[src/hdl/tft_pkg.sv]
// ################################################
// tft package: shared widths, types, table layout
// ################################################

`default_nettype none

package tft_pkg;

    // basic field widths
    localparam int BYTE_W  = 8;
    localparam int MS_W    = 8;
    localparam int KIND_W  = 2;
    localparam int ENTRY_W = KIND_W + BYTE_W;

    // command or data byte on the serial link
    typedef logic [BYTE_W-1:0] byte_t;

    // delay length in milliseconds
    typedef logic [MS_W-1:0] ms_t;

    // entry kind, upper field of a table entry
    typedef logic [KIND_W-1:0] kind_t;

    // one table entry: {kind, byte or delay}
    typedef logic [ENTRY_W-1:0] seq_entry_t;

    localparam kind_t KIND_COMM = 2'd0;
    localparam kind_t KIND_DATA = 2'd1;
    localparam kind_t KIND_WAIT = 2'd2;

    // top kind bit marks a wait, low kind bit is the d/c level of a byte
    localparam int KIND_WAIT_BIT = 1;
    localparam int KIND_DC_BIT   = 0;

    // init table length and index width
    localparam int SEQ_LEN     = 46;
    localparam int SEQ_INDEX_W = 8;

    typedef logic [SEQ_INDEX_W-1:0] seq_index_t;

endpackage

`default_nettype wire

[src/hdl/ms_delay.sv]
// ################################################
// ms_delay: millisecond delay timer, strobe loaded
// ################################################

`timescale 1ns/1ps
`default_nettype none

module ms_delay
    import tft_pkg::*;
#(
    parameter int CLKS_PER_MS = 50000
)
(
    input  wire logic clk,
    input  wire logic rst,
    input  wire logic load,
    input  wire ms_t  ms,
    output logic      free
);

    localparam int PRE_W = (CLKS_PER_MS > 1) ? $clog2(CLKS_PER_MS) : 1;
    localparam logic [PRE_W-1:0] PRE_LAST = PRE_W'(CLKS_PER_MS - 1);

    // clocks left in the current millisecond
    logic [PRE_W-1:0] pre_cnt;
    // milliseconds left, counting the current one
    ms_t              ms_cnt;

    always_ff @(posedge clk)
    begin
        if (rst)
        begin
            free    <= 1'b1;
            pre_cnt <= '0;
            ms_cnt  <= '0;
        end
        else if (load)
        begin
            // a zero length keeps the timer free
            free    <= (ms == '0);
            pre_cnt <= PRE_LAST;
            ms_cnt  <= ms;
        end
        else if (!free)
        begin
            if (pre_cnt != '0)
            begin
                pre_cnt <= pre_cnt - 1'b1;
            end
            else if (ms_cnt <= ms_t'(1))
            begin
                // last millisecond ran out
                free <= 1'b1;
            end
            else
            begin
                ms_cnt  <= ms_cnt - 1'b1;
                pre_cnt <= PRE_LAST;
            end
        end
    end

endmodule

`default_nettype wire

[src/hdl/tft_ctrl_top.sv]
// ################################################
// tft_ctrl_top: serial panel init front end
// ################################################

`timescale 1ns/1ps
`default_nettype none

module tft_ctrl_top
    import tft_pkg::*;
#(
    parameter int CLKS_PER_MS = 50000,
    parameter int SCLK_DIV    = 2
)
(
    input  wire logic clk,
    input  wire logic rst,
    input  wire logic enable,
    output logic      spi_cs,
    output logic      spi_sclk,
    output logic      spi_mosi,
    output logic      tft_dc,
    output logic      init_busy
);

    // sequencer to shifter
    logic  tx_start;
    logic  tx_dc;
    byte_t tx_data;
    logic  tx_busy;

    // sequencer to timer
    logic  delay_load;
    ms_t   delay_ms;
    logic  delay_free;

    tft_init u_init (
        .clk        (clk),
        .rst        (rst),
        .enable     (enable),
        .tx_busy    (tx_busy),
        .delay_free (delay_free),
        .tx_start   (tx_start),
        .tx_dc      (tx_dc),
        .tx_data    (tx_data),
        .delay_load (delay_load),
        .delay_ms   (delay_ms),
        .busy       (init_busy)
    );

    ms_delay #(
        .CLKS_PER_MS (CLKS_PER_MS)
    ) u_delay (
        .clk  (clk),
        .rst  (rst),
        .load (delay_load),
        .ms   (delay_ms),
        .free (delay_free)
    );

    tft_spi #(
        .SCLK_DIV (SCLK_DIV)
    ) u_spi (
        .clk    (clk),
        .rst    (rst),
        .start  (tx_start),
        .dc     (tx_dc),
        .data   (tx_data),
        .busy   (tx_busy),
        .cs     (spi_cs),
        .sclk   (spi_sclk),
        .mosi   (spi_mosi),
        .tft_dc (tft_dc)
    );

endmodule

`default_nettype wire

[src/hdl/tft_init.sv]
// ################################################
// tft_init: panel init sequencer, walks the table
// ################################################

`timescale 1ns/1ps
`default_nettype none

module tft_init
    import tft_pkg::*;
(
    input  wire logic clk,
    input  wire logic rst,
    input  wire logic enable,
    input  wire logic tx_busy,
    input  wire logic delay_free,
    output logic      tx_start,
    output logic      tx_dc,
    output byte_t     tx_data,
    output logic      delay_load,
    output ms_t       delay_ms,
    output logic      busy
);

    localparam int         TABLE_AW  = $clog2(SEQ_LEN);
    localparam seq_index_t TABLE_END = seq_index_t'(SEQ_LEN);

    localparam seq_entry_t SEQ_TABLE [SEQ_LEN] = '{
        // power-up settle
        {KIND_WAIT, 8'hFF},
        // power control 1
        {KIND_COMM, 8'hC0},
        {KIND_DATA, 8'h17},
        {KIND_DATA, 8'h15},
        // power control 2
        {KIND_COMM, 8'hC1},
        {KIND_DATA, 8'h41},
        // vcom control
        {KIND_COMM, 8'hC5},
        {KIND_DATA, 8'h00},
        {KIND_DATA, 8'h12},
        {KIND_DATA, 8'h80},
        // memory access control
        {KIND_COMM, 8'h36},
        {KIND_DATA, 8'h48},
        // pixel format, 18 bit
        {KIND_COMM, 8'h3A},
        {KIND_DATA, 8'h66},
        // interface mode
        {KIND_COMM, 8'hB0},
        {KIND_DATA, 8'h80},
        // frame rate
        {KIND_COMM, 8'hB1},
        {KIND_DATA, 8'hA0},
        // display function control
        {KIND_COMM, 8'hB6},
        {KIND_DATA, 8'h02},
        {KIND_DATA, 8'h02},
        // set image function
        {KIND_COMM, 8'hE9},
        {KIND_DATA, 8'h00},
        // adjust control 3
        {KIND_COMM, 8'hF7},
        {KIND_DATA, 8'hA9},
        {KIND_DATA, 8'h51},
        {KIND_DATA, 8'h2C},
        {KIND_DATA, 8'h82},
        // sleep out, then let the panel wake
        {KIND_COMM, 8'h11},
        {KIND_WAIT, 8'hFF},
        // display on, inversion on, tearing off
        {KIND_COMM, 8'h29},
        {KIND_COMM, 8'h21},
        {KIND_COMM, 8'h34},
        {KIND_WAIT, 8'hFF},
        // column window 0..319
        {KIND_COMM, 8'h2A},
        {KIND_DATA, 8'h00},
        {KIND_DATA, 8'h00},
        {KIND_DATA, 8'h01},
        {KIND_DATA, 8'h3F},
        // page window 0..479
        {KIND_COMM, 8'h2B},
        {KIND_DATA, 8'h00},
        {KIND_DATA, 8'h00},
        {KIND_DATA, 8'h01},
        {KIND_DATA, 8'hDF},
        {KIND_WAIT, 8'hFF},
        // memory write, ready for pixels
        {KIND_COMM, 8'h2C}
    };

    seq_index_t index;
    // set one cycle after reset so busy stays low in reset
    logic       armed;
    seq_entry_t cur_entry;
    kind_t      cur_kind;
    byte_t      cur_payload;
    logic       step;

    assign busy = armed & enable & (index < TABLE_END);

    assign cur_entry   = SEQ_TABLE[index[TABLE_AW-1:0]];
    assign cur_kind    = cur_entry[ENTRY_W-1 -: KIND_W];
    assign cur_payload = cur_entry[BYTE_W-1:0];

    // shifter and timer idle, and no strobe went out last cycle
    assign step = busy & ~tx_busy & ~tx_start & delay_free & ~delay_load;

    always_ff @(posedge clk)
    begin
        if (rst)
        begin
            armed      <= 1'b0;
            index      <= '0;
            tx_start   <= 1'b0;
            delay_load <= 1'b0;
        end
        else
        begin
            armed      <= 1'b1;
            tx_start   <= 1'b0;
            delay_load <= 1'b0;
            if (step)
            begin
                if (cur_kind[KIND_WAIT_BIT])
                begin
                    delay_load <= 1'b1;
                end
                else
                begin
                    tx_start <= 1'b1;
                end
                index <= index + 1'b1;
            end
        end
    end

    // payload held until the next strobe
    always_ff @(posedge clk)
    begin
        if (step)
        begin
            if (cur_kind[KIND_WAIT_BIT])
            begin
                delay_ms <= ms_t'(cur_payload);
            end
            else
            begin
                tx_dc   <= cur_kind[KIND_DC_BIT];
                tx_data <= cur_payload;
            end
        end
    end

endmodule

`default_nettype wire

[src/hdl/tft_spi.sv]
// ################################################
// tft_spi: serial byte shifter, mode 0, msb first
// ################################################

`timescale 1ns/1ps
`default_nettype none

module tft_spi
    import tft_pkg::*;
#(
    parameter int SCLK_DIV = 2
)
(
    input  wire logic  clk,
    input  wire logic  rst,
    input  wire logic  start,
    input  wire logic  dc,
    input  wire byte_t data,
    output logic       busy,
    output logic       cs,
    output logic       sclk,
    output logic       mosi,
    output logic       tft_dc
);

    localparam int DIV_W = (SCLK_DIV > 1) ? $clog2(SCLK_DIV) : 1;
    localparam logic [DIV_W-1:0] DIV_LAST = DIV_W'(SCLK_DIV - 1);

    typedef enum logic [1:0] {
        S_IDLE,
        S_SHIFT,
        S_FINISH
    } spi_state_t;

    spi_state_t       state;
    logic [DIV_W-1:0] div_cnt;
    logic [2:0]       bit_cnt;
    byte_t            shreg;

    assign busy = (state != S_IDLE);

    always_ff @(posedge clk)
    begin
        if (rst)
        begin
            state   <= S_IDLE;
            cs      <= 1'b1;
            sclk    <= 1'b0;
            mosi    <= 1'b0;
            tft_dc  <= 1'b0;
            div_cnt <= '0;
            bit_cnt <= '0;
        end
        else
        begin
            case (state)
                S_IDLE:
                begin
                    if (start)
                    begin
                        // first bit is on the line when cs falls
                        cs      <= 1'b0;
                        mosi    <= data[BYTE_W-1];
                        tft_dc  <= dc;
                        div_cnt <= '0;
                        bit_cnt <= '0;
                        state   <= S_SHIFT;
                    end
                end
                S_SHIFT:
                begin
                    if (div_cnt == DIV_LAST)
                    begin
                        div_cnt <= '0;
                        sclk    <= ~sclk;
                        if (sclk)
                        begin
                            // falling edge, move to the next bit
                            if (bit_cnt == 3'd7)
                            begin
                                state <= S_FINISH;
                            end
                            else
                            begin
                                bit_cnt <= bit_cnt + 1'b1;
                                mosi    <= shreg[BYTE_W-2];
                            end
                        end
                    end
                    else
                    begin
                        div_cnt <= div_cnt + 1'b1;
                    end
                end
                S_FINISH:
                begin
                    cs    <= 1'b1;
                    state <= S_IDLE;
                end
                default:
                begin
                    state <= S_IDLE;
                end
            endcase
        end
    end

    // shift register, loaded with the byte and moved on each falling edge
    always_ff @(posedge clk)
    begin
        if (state == S_IDLE && start)
        begin
            shreg <= data;
        end
        else if (state == S_SHIFT && div_cnt == DIV_LAST && sclk)
        begin
            shreg <= {shreg[BYTE_W-2:0], 1'b0};
        end
    end

endmodule

`default_nettype wire

[config.mk]
export PLATFORM = sky130hd
export DESIGN_NAME = tft_ctrl_top
export DESIGN_NICKNAME = d
export VERILOG_FILES = /design/src/hdl/tft_pkg.sv /design/src/hdl/ms_delay.sv /design/src/hdl/tft_ctrl_top.sv /design/src/hdl/tft_init.sv /design/src/hdl/tft_spi.sv
export SDC_FILE = /design/constraint.sdc
export NUM_CORES = 1
export LEC_CHECK = 0
export BUFFER_PORTS_ARGS = -buffer_cell sky130_fd_sc_hd__buf_2
export CAP_MARGIN = 10
export CORE_UTILIZATION = 60
export CTS_CLUSTER_DIAMETER = 200
export DETAILED_ROUTE_END_ITERATION = 6
export HOLD_SLACK_MARGIN = 0.03
export PLACE_DENSITY = 0.77
export SETUP_SLACK_MARGIN = 0.1
export SYNTH_ARGS = -nofsm -noshare
export SYNTH_HDL_FRONTEND = slang
export SYNTH_SLANG_ARGS = --single-unit
[constraint.sdc]
create_clock -name clk -period 3 [get_ports clk]
set_input_delay 0.15 -clock clk [delete_from_list [all_inputs] [get_ports clk]]
set_output_delay 0.15 -clock clk [all_outputs]
set_load 0.02 [all_outputs]
# Word level (Yosys, flattened, before mapping)
# Memories as Yosys holds them, arrays and structs flattened.
# Index checks and enable logic that the tools add are counted.
[word_totals] register_bits=70 romBits=640 input_bits=3 output_inout_bits=5 elab_cells=116 n_memories=1
[op_classes] addsub=5 order_cmp=3 n_eq_ne=13 muxes=38 bitwise=14 reduce_logical=23
[memory_table] memory="(no name shown)" words=64 width=10 rd=1 rd_clocked_by_memory_dff=0 wr=0 line_no="tft_init.sv:102" text="assign cur_entry = SEQ_TABLE[index[TABLE_AW-1:0]];"
[op_table] cell="$mux 16" count=4
[op_table] cell="$mux 8" count=4
[op_table] cell="$mux 10" count=2
[op_table] cell="$reduce_and 2->1" count=8
[op_table] cell="$reduce_bool 16->1" count=1
[op_table] cell="$sub 16x1->16 const B" count=1
[op_table] cell="$mux 7" count=2
[op_table] cell="$mux 1" count=13
[op_table] cell="$mux 3" count=4
[op_table] cell="$ne 2x2->1 const B" count=5
[op_table] cell="$add 8x1->8 const B" count=1
[op_table] cell="$le 8x1->1 const B" count=1
[op_table] cell="$logic_not 8->1" count=1
[op_table] cell="$lt 8x6->1 const B" count=1
[op_table] cell="$mux 2" count=4
[op_table] cell="$ne 2x1->1 const B" count=4
[op_table] cell="$reduce_bool 2->1" count=4
[op_table] cell="$sub 8x1->8 const B" count=1
[op_table] cell="$ge 7x7->1 const B" count=1
[op_table] cell="$not 1->1" count=7
[op_table] cell="$not 6->7" count=1
[op_table] cell="$and 1x1->1" count=6
[op_table] cell="$pmux 1 s2" count=3
[op_table] cell="$pmux 3 s2" count=1
[op_table] cell="other kinds (13)" count=16

# Logic depth before layout (Yosys ltp)
# Gate-level depths: netlist of the first run.
[logic_depth] word_depth=8 ltp_mapped=9 depth_no_buf=7

# Cells and area by module
# From an unflattened synthesis of the first run, not the netlist that was laid out.
[hier_totals] hier_cells=448 area_unflattened_um2=4176.5
[by_module_without_submodules] mod="tft_init" n_inst=1 cells_each=193 area_each_um2=1806.7 seq_area_each_um2=730.7
[by_module_without_submodules] mod="ms_delay" n_inst=1 cells_each=186 area_each_um2=1589.0 seq_area_each_um2=500.5
[by_module_without_submodules] mod="tft_spi" n_inst=1 cells_each=69 area_each_um2=780.7 seq_area_each_um2=410.4

# Worst setup path after synthesis of the first run
# No wires, ideal clock.
[synth_path] path_kind="register -> register" startpoint="register u_init.index[1]" endpoint="register u_init.delay_ms[0], enable pin" setup_time_ps=370 arrival_time_ps=1884 required_time_ps=2630 path_slack_ps=746 stages_incl_launch_ff=9 path_buffers=2 period_less_slack_ps=2254 path_cell_list="dfxtp_1 > clkbuf_1 > inv_1 > ha_1 > clkbuf_1 > nand2_1 > o211ai_1 > o21ai_0 > nor2_1"
[synth_via] elab_chain_len=7 elab_cells_between_ends=11 classes_between="1 x order compare; 2 x mux; 6 x bitwise; 1 x reduce/logical; 1 x memory"
[synth_lines] item="start, declared" line_no="tft_init.sv:92" text="seq_index_t index;"
[synth_lines] item="start signal, assigned" line_no="tft_init.sv:133" text="index <= index + 1'b1;"
[synth_lines] item="$lt 8x6->1" line_no="tft_init.sv:100" text="assign busy = armed & enable & (index < TABLE_END);"
[synth_lines] item="$and 1x1->1" line_no="tft_init.sv:100"
[synth_lines] item="$and 1x1->1 (4 in series)" line_no="tft_init.sv:107" text="assign step = busy & ~tx_busy & ~tx_start & delay_free & ~delay_load;"
[synth_lines] item="$reduce_and 2->1 (no line) (*)"
[synth_lines] item="end signal, assigned" line_no="tft_init.sv:145" text="delay_ms <= ms_t'(cur_payload);"
[synth_lines] item="end, declared" line_no="tft_init.sv:20" text="output ms_t delay_ms,"
# Every way passes the cells marked *; elsewhere a longest branch is shown, timed or not. The select of a mux whose other input is x is not followed.
# A chain may end at the register's enable or synchronous reset.

# Final worst setup path of the first run
[layout_path] startpoint="register u_init.index[3]" endpoint="register u_init.delay_ms[3], enable pin"
# The elaborated chain is that of the path after synthesis.

==> results of run 1 <==
==> routing by layer <==
metal	up-vias	global-route usage [%]	wire length (µm)
met5	-	0	0
met4	0	11.60	178
met3	15	5.964	304
met2	69	40.83	4033
met1	1524	30.94	3594
li1	1577	-	-
==> flip-flops by register name, summed over array words and instances, names as in the netlist, 2 cells and up <==
register         count
u_init.tx_data       8
u_spi.shreg          7
u_init.delay_ms      8
u_spi.bit_cnt        3
u_spi.state          2
u_delay.ms_cnt       8
u_delay.pre_cnt     16
u_init.index         8
==> layout by cell type, fill, tap and decap left out, types with 3 or more instances in the layout <==
cell type / Yosys / routed
mux4_2: 3 / 3
nor2_1: 43 / 43
o211ai_1: 4 / 4
or3_1: 3 / 3
nand2_1: 28 / 28
inv_1: 22 / 22
nand3_1: 13 / 13
ha_1: 16 / 16
nand2b_1: 6 / 6
o21ai_0: 21 / 21
clkbuf_8: 0 / 9
a31oi_1: 8 / 8
buf_4: 0 / 9
edfxtp_1: 24 / 24
nand4_1: 8 / 8
nor2b_1: 9 / 9
nor3b_1: 3 / 3
a21oi_1: 29 / 29
or4_1: 3 / 3
a31o_2: 3 / 3
mux2i_1: 10 / 10
buf_2: 6 / 7
nor4_1: 8 / 8
nor3_1: 16 / 16
a211oi_1: 9 / 9
xnor2_1: 15 / 15
mux2_2: 7 / 7
o21a_1: 9 / 9
dfxtp_1: 46 / 46
==> path summary, 6_finish.rpt <==
check | slack (ns) | end | startpoint | depth (start not counted)
setup / recovery | 0.68 | u_init.delay_ms[3]$_DFFE_PP_ | u_init.index[3]$_SDFFE_PP0N_ | 6
hold / removal | 0.33 | u_spi.div_cnt$_SDFFE_PP0P_ | rst | 2
setup reg to reg | 0.68 | u_init.delay_ms[3]$_DFFE_PP_ | u_init.index[3]$_SDFFE_PP0N_ | 6
hold reg to reg | 0.47 | u_spi.bit_cnt[2]$_SDFFE_PP0P_ | u_spi.bit_cnt[2]$_SDFFE_PP0P_ | 2
==> area by class of cell <==
class	count	share of cell area, %
Tap cell	77	2.299
Clock buffer	10	3.045
Timing Repair Buffer	16	2.448
Inverter	23	2.060
Multi-Input combinational cell	312	49.76
Clock inverter	5	1.224
Sequential cell	70	39.16
==> cell families (layout without fill, tap and decap cells) <==
logic type	Yosys count	count (layout)	share of synthesized area [%]
adders and majority gates	16	16	5.070
DFF	70	70	41.57
xor gates and xnor gates	16	16	3.549
buffers and inverters	55	54	5.608
and+or+nand+nor	151	151	19.71
AOI/OAI and AO/OA	109	109	18.25
muxes	20	20	6.242
==> power groups by stage <==
| stage | combinational, mW | clock (mW) | sequential [mW] |
|---|---|---|---|
| after floorplan | 0.374 | 0 | 1.09 |
| after global routing | 0.513 | 0.761 | 1.09 |
| after CTS | 0.454 | 0.722 | 1.08 |
| final | 0.458 | 0.706 | 1.08 |
| after global placement | 0.443 | 0 | 1.10 |
| after detailed placement | 0.451 | 0 | 1.10 |
==> through the flow <==
| step | worst slack (ns) | util, % | total power, mW |
|---|---|---|---|
| global route | 0.5173 | 66.01 | 2.365 |
| finish | 0.6771 | 66.01 | 2.248 |
| floorplan | 0.7462 | - | 1.464 |
| detailed placement | 0.6836 | 63.19 | 1.554 |
| global placement | 0.7539 | 63.19 | 1.544 |
| CTS | 0.6977 | 66.01 | 2.258 |
==> worst register-to-register path: stages (launching register included) <==
cell	delay (ns)
dfxtp_1	0.85
buf_4	0.34
nand2_1	0.09
o22ai_1	0.29
o21ai_0	0.15
nor2_1	0.13
buf_4	0.19
==> flow_metrics.py, run 1 <==
metrics = {
    "floorplan": {
        "die_width_um": 83.13,
        "die-height_um": 83.13,
        "core_area_um2": 6350,
        "dieArea_um2": 6910,
        "start_util_pct": 62.19,
        "rows": 29,
        "pin_count": 8,
    },
    "sta": {
        "fmaxAchievable_mhz": 430.5,
        "period_needed_ns": 2.323,
        "worst_pin_slew_ns": 0.8048,
        "rsz0062_at_grt": "no",
        "setup_viol": 0,
        "hold_viol": 0,
        "slew_viol_final": 0,
        "period_share_pct": 77.43,
        "slew_headroom_pct": 46.27,
        "fin_setup_tns_ns": 0,
        "finalClockSkew_ns": 0.009622,
        "timing.hold.ws_ns": 0.3297,
    },
    "logic_synthesis": {
        "synth_top_area_share_pct": 23.32,
        "synth_edf_count": 24,
        "synth_flop_cell": "dfxtp_1",
        "synthDistinctLibCells": 59,
        "syn_inst": 437,
        "ys_seq_area_share_pct": 41.57,
        "synth_top_cells_by_count": "dfxtp_1 (46), nor2_1 (43), a21oi_1 (29)",
        "ys_async_sr_fraction_pct": 0,
        "yosys.area.top_type": "dfxtp_1",
        "synth_warnings": 0,
        "synth_area_leaders": "dfxtp_1 (23%), edfxtp_1 (18%), ha_1 (5.1%), nor2_1 (4.1%), a21oi_1 (3.7%)",
        "synth_most_common_cell": "dfxtp_1",
        "synth_area_um2": 3949,
        "syn_area_per_cell_um2": 9.036,
        "syn_nets": 456,
        "synth_seq_cells": 70,
    },
    "clocking": {
        "cts_tree": "done",
        "cts_setup_buffers": 0,
        "numCtsBuffers": 9,
        "root_buffer": "clkbuf_8",
        "htreeDepth": 3,
        "clk_path_buf_depth": 2,
        "cts.clk_slew.worst_paths_ns": 0.07,
        "clock_sinks": 70,
        "clock_latency_ns": 0.34,
        "holdBufCountCts": 0,
        "cts_resized": 0,
    },
    "routing": {
        "first_iter_violations": 163,
        "wl_per_cell_um": 15.81,
        "vias_per_cell": 6.209,
        "routed-via-count": 3185,
        "first_pass_iters": 4,
        "wirelength_um": 8111,
        "drtAntennaViolNets": 0,
        "drc": 0,
    },
    "setup_path": {
        "crit_arrival_ns": 2.37,
        "critPathTopFamily": "flip-flops",
        "slowest_delay_ns": 0.85,
        "path_class": "register to register",
        "worstPathMaxFanout": 25,
        "path_buf_inv": 2,
        "path_cells": "buf_4, nand2_1, o22ai_1, o21ai_0, nor2_1, buf_4",
        "slowest_stage": "dfxtp_1",
        "worstPathRequired_ns": 3.04,
        "cp_common_cell": "buf_4",
        "start_kind": "register",
        "crit_path_end_kind": "register",
    },
    "placed_design": {
        "hpwl_um": 5767,
        "numPortBuffers": 7,
        "routabilityCongestion": 0.9242,
        "placed_area_um2": 4013,
        "dp_cells": 498,
    },
    "global_route": {
        "grt_max_degree": 36,
        "grt_overflow": 0,
        "grt_usage_pct": 24.88,
        "grt_pass1_vias": 2956,
        "antenna_found_initial": 0,
        "grt_pass1_wl_um": 13810,
    },
    "finish": {
        "fillers": 532,
        "finalNetCount": 451,
        "seqCellArea_um2": 1642,
        "stdcell_count": 513,
        "diodes": 0,
        "areaGrowthSynthToFinish_pct": 6.147,
        "drive_above_1_share_pct": 11.24,
        "fin_area_um2": 4192,
        "multi_input_comb_area_um2": 2086,
    },
    "pwr": {
        "p_leak_nw": 1.499,
        "power_density_nw_per_um2": 536.2,
        "p_int_mw": 1.590,
        "p_seq_share_pct": 48.2,
        "power_switching_mw": 0.6574,
        "switching_share_pct": 29.25,
        "ir_drop_mv": 0.3620,
        "p_clk_share_pct": 31.4,
        "combinationalPowerShare_pct": 20.4,
    },
    "hold_path": {
        "hold_path_class": "input pin to register",
    },
    "run": {
        "max-cap-violations": 0,
    },
    "outcome": {
        "status": "completed",
    },
}
(Power assumes the default switching activity.)
==> run 2: changes to the inputs <==
--- a/config.mk
+++ b/config.mk
@@ -5,6 +5,7 @@
 export SDC_FILE = /design/constraint.sdc
 export NUM_CORES = 1
 export LEC_CHECK = 0
+export ABC_AREA = 1
 export BUFFER_PORTS_ARGS = -buffer_cell sky130_fd_sc_hd__buf_2
 export CAP_MARGIN = 10
 export CORE_UTILIZATION = 60
==> constraint.sdc (replaced) <==
create_clock -name clk -period 2.4 [get_ports clk]
set_input_delay 0.12 -clock clk [delete_from_list [all_inputs] [get_ports clk]]
set_output_delay 0.12 -clock clk [all_outputs]
set_load 0.02 [all_outputs]
==> run 2 against run 1 <==
Compared with the run above: area after synthesis increased by 4.2%; first-iteration DRC count increased by 43%; clock power increased by 49%; sequential share of layout area decreased by 1.9 points; synthesized cell count increased by 31%; combinational power increased to 4.0 times the previous value; global-route usage increased by 2.4 points; sequential power increased by 40%; total power increased by 96%; via count increased by 16%; critical endpoint is now u_init.tx_data[7]$_DFFE_PP_.
==> flow_metrics.py, run 2 <==
metrics = {
    "outcome": {
        "status": "completed",
    },
    "setup_path": {
        "critPathTopFamily": "compound AO/OA/AOI/OAI gates",
        "rr_worst_depth": 7,
        "worstPathMaxFanout": 11,
        "slowest_delay_ns": 0.42,
        "reg2reg_to": "u_init.tx_data[7]$_DFFE_PP_",
        "crit_arrival_ns": 2.18,
        "path_class": "register to register",
        "worstPathRequired_ns": 2.54,
        "path_cells": "inv_1, ha_1, nor2_1, o21ai_0, nand2_1, o21ai_0, o21ai_0",
        "crit_path_end_kind": "register",
        "slowest_stage": "dfxtp_2",
        "reg2reg_from": "u_init.index[0]$_SDFFE_PP0N_",
        "path_buf_inv": 1,
        "start_kind": "register",
        "worstSetupStartpoint": "u_init.index[0]$_SDFFE_PP0N_",
        "cp_common_cell": "o21ai_0",
        "worst-r2r-setup-slack_ns": 0.36,
    },
    "sta": {
        "setup_viol": 0,
        "worst_pin_slew_ns": 0.8926,
        "fmaxAchievable_mhz": 490.5,
        "fin_setup_tns_ns": 0,
        "finalClockSkew_ns": 0.009493,
        "period_needed_ns": 2.039,
        "slew_headroom_pct": 39.87,
        "hold_viol": 0,
        "period_share_pct": 84.94,
        "rsz0062_at_grt": "no",
        "slew_viol_final": 0,
    },
    "placed_design": {
        "placed_area_um2": 4190,
        "numPortBuffers": 7,
        "dp_cells": 648,
        "hpwl_um": 6636,
        "routabilityCongestion": 0.9305,
    },
    "logic_synthesis": {
        "synth_seq_cells": 70,
        "synth_edf_count": 24,
        "syn_area_per_cell_um2": 7.182,
        "synth_top_cells_by_count": "nand2_1 (143), nor2_1 (88), inv_1 (56)",
        "synth_area_um2": 4115,
        "synthDistinctLibCells": 42,
        "synth_flop_cell": "dfxtp_1",
        "synth_most_common_cell": "nand2_1",
        "ys_seq_area_share_pct": 39.89,
        "ys_async_sr_fraction_pct": 0,
        "synth_area_leaders": "dfxtp_1 (22%), edfxtp_1 (18%), nand2_1 (13%), nor2_1 (8.0%), inv_1 (5.1%)",
        "syn_nets": 592,
        "synth_top_area_share_pct": 22.38,
        "yosys.area.top_type": "dfxtp_1",
        "syn_inst": 573,
        "synth_warnings": 0,
    },
    "clocking": {
        "root_buffer": "clkbuf_8",
        "cts_tree": "done",
        "htreeDepth": 3,
        "cts.clk_slew.worst_paths_ns": 0.08,
        "cts_setup_buffers": 0,
        "clock_sinks": 70,
        "cts_resized": 0,
        "holdBufCountCts": 0,
        "clock_latency_ns": 0.34,
        "numCtsBuffers": 9,
        "clk_path_buf_depth": 2,
    },
    "floorplan": {
        "dieArea_um2": 7194,
        "die_width_um": 84.82,
        "die-height_um": 84.82,
        "pin_count": 8,
        "rows": 29,
        "core_area_um2": 6495,
        "start_util_pct": 63.36,
    },
    "finish": {
        "fillers": 570,
        "diodes": 0,
        "stdcell_count": 664,
        "regMostFlops": "u_delay.pre_cnt",
        "final_cell_mix": "nand2_1 (143), nor2_1 (88), inv_1 (56)",
        "seqCellArea_um2": 1644,
        "areaGrowthSynthToFinish_pct": 7.236,
        "drive_above_1_share_pct": 10.56,
        "multi_input_comb_area_um2": 2148,
        "layout_commonest_cell": "nand2_1",
        "finalNetCount": 601,
        "fin_area_um2": 4413,
        "largest_reg_flops": 16,
    },
    "routing": {
        "drtAntennaViolNets": 0,
        "first_iter_violations": 233,
        "wirelength_um": 8997,
        "wl_met2_um": 4020,
        "wl_met3_um": 595,
        "drc": 0,
        "top_layer": "met4",
        "first_pass_iters": 5,
        "wl_per_cell_um": 13.55,
        "routed-via-count": 3689,
        "wl_met1_um": 4198,
        "vias_per_cell": 5.556,
    },
    "hold_path": {
        "hold_depth": 2,
        "hold_path_class": "input pin to register",
        "holdPathEnd": "u_delay.ms_cnt[4]$_SDFFE_PP0P_",
        "worstHoldStart": "rst",
    },
    "pwr": {
        "p_total_mw": 4.407,
        "p_leak_nw": 2.038,
        "power_density_nw_per_um2": 998.7,
        "ir_drop_mv": 0.7254,
    },
    "global_route": {
        "grt_pass1_vias": 3357,
        "antenna_found_initial": 0,
        "grt_pass1_wl_um": 15390,
        "grt_usage_pct": 27.32,
        "grt_overflow": 0,
        "grt_max_degree": 25,
    },
    "run": {
        "max-cap-violations": 0,
    },
}
## run 2: cell types whose count changed after synthesis, moves of 10 or more
cell	change
nand3_1	+26
mux2i_1	-10
inv_1	+34
nor3_1	-12
xnor2_1	-14
clkbuf_1	-19
nand2_1	+115
o21ai_0	+21
nor2_1	+45
## run 2: cell type report
class | count | share of cell area (%)
Clock buffer | 9 | 2.807
Inverter | 61 | 5.245
Timing Repair Buffer | 12 | 1.644
Sequential cell | 70 | 37.26
Clock inverter | 7 | 2.183
Tap cell | 77 | 2.183
Multi-Input combinational cell | 428 | 48.68
## run 2: power breakdown
part | total, mW | internal (mW) | switching, mW
Clock | 1.05 | 0.588 | 0.458
Combinational | 1.85 | 0.639 | 1.21
Sequential | 1.51 | 1.38 | 0.129
## run 2: stage by stage
stage	setup WS [ns]	util, %	hold WS, ns
after global placement	0.3323	64.52	0.4103
after detailed placement	0.2838	64.52	0.4266
after CTS	0.2190	67.91	0.1620
after floorplan	0.3785	-	0.4031
after global routing	0.1139	67.94	0.1859
final	0.3613	67.94	0.1802
## run 2: kinds of logic (layout without fill, tap and decap cells)
family	count (synthesis)	count (layout)	share of synthesized area (%)
flops	70	70	39.89
compound gates	98	98	13.04
xor+xnor	7	7	1.490
simple gates	307	307	32.81
fa+ha+maj	16	16	4.865
buf+inv	75	89	7.905
## run 2: metal layers
layer / vias to the layer above / GRT usage, %
met1: 1661 / 35.20
li1: 1887 / -
met4: 0 / 10.48
met3: 15 / 6.518
met2: 126 / 44.72
met5: - / 0
## run 2: how the worst max path moves through the flow
stage	to	cells past startpoint
after floorplan	u_init.tx_data[0]$_DFFE_PP_	7
after global placement	u_init.tx_data[7]$_DFFE_PP_	7
after detailed placement	u_init.tx_data[4]$_DFFE_PP_	8
after CTS	u_init.delay_ms[7]$_DFFE_PP_	7
after global routing	u_init.delay_ms[0]$_DFFE_PP_	9
final	u_init.tx_data[7]$_DFFE_PP_	7
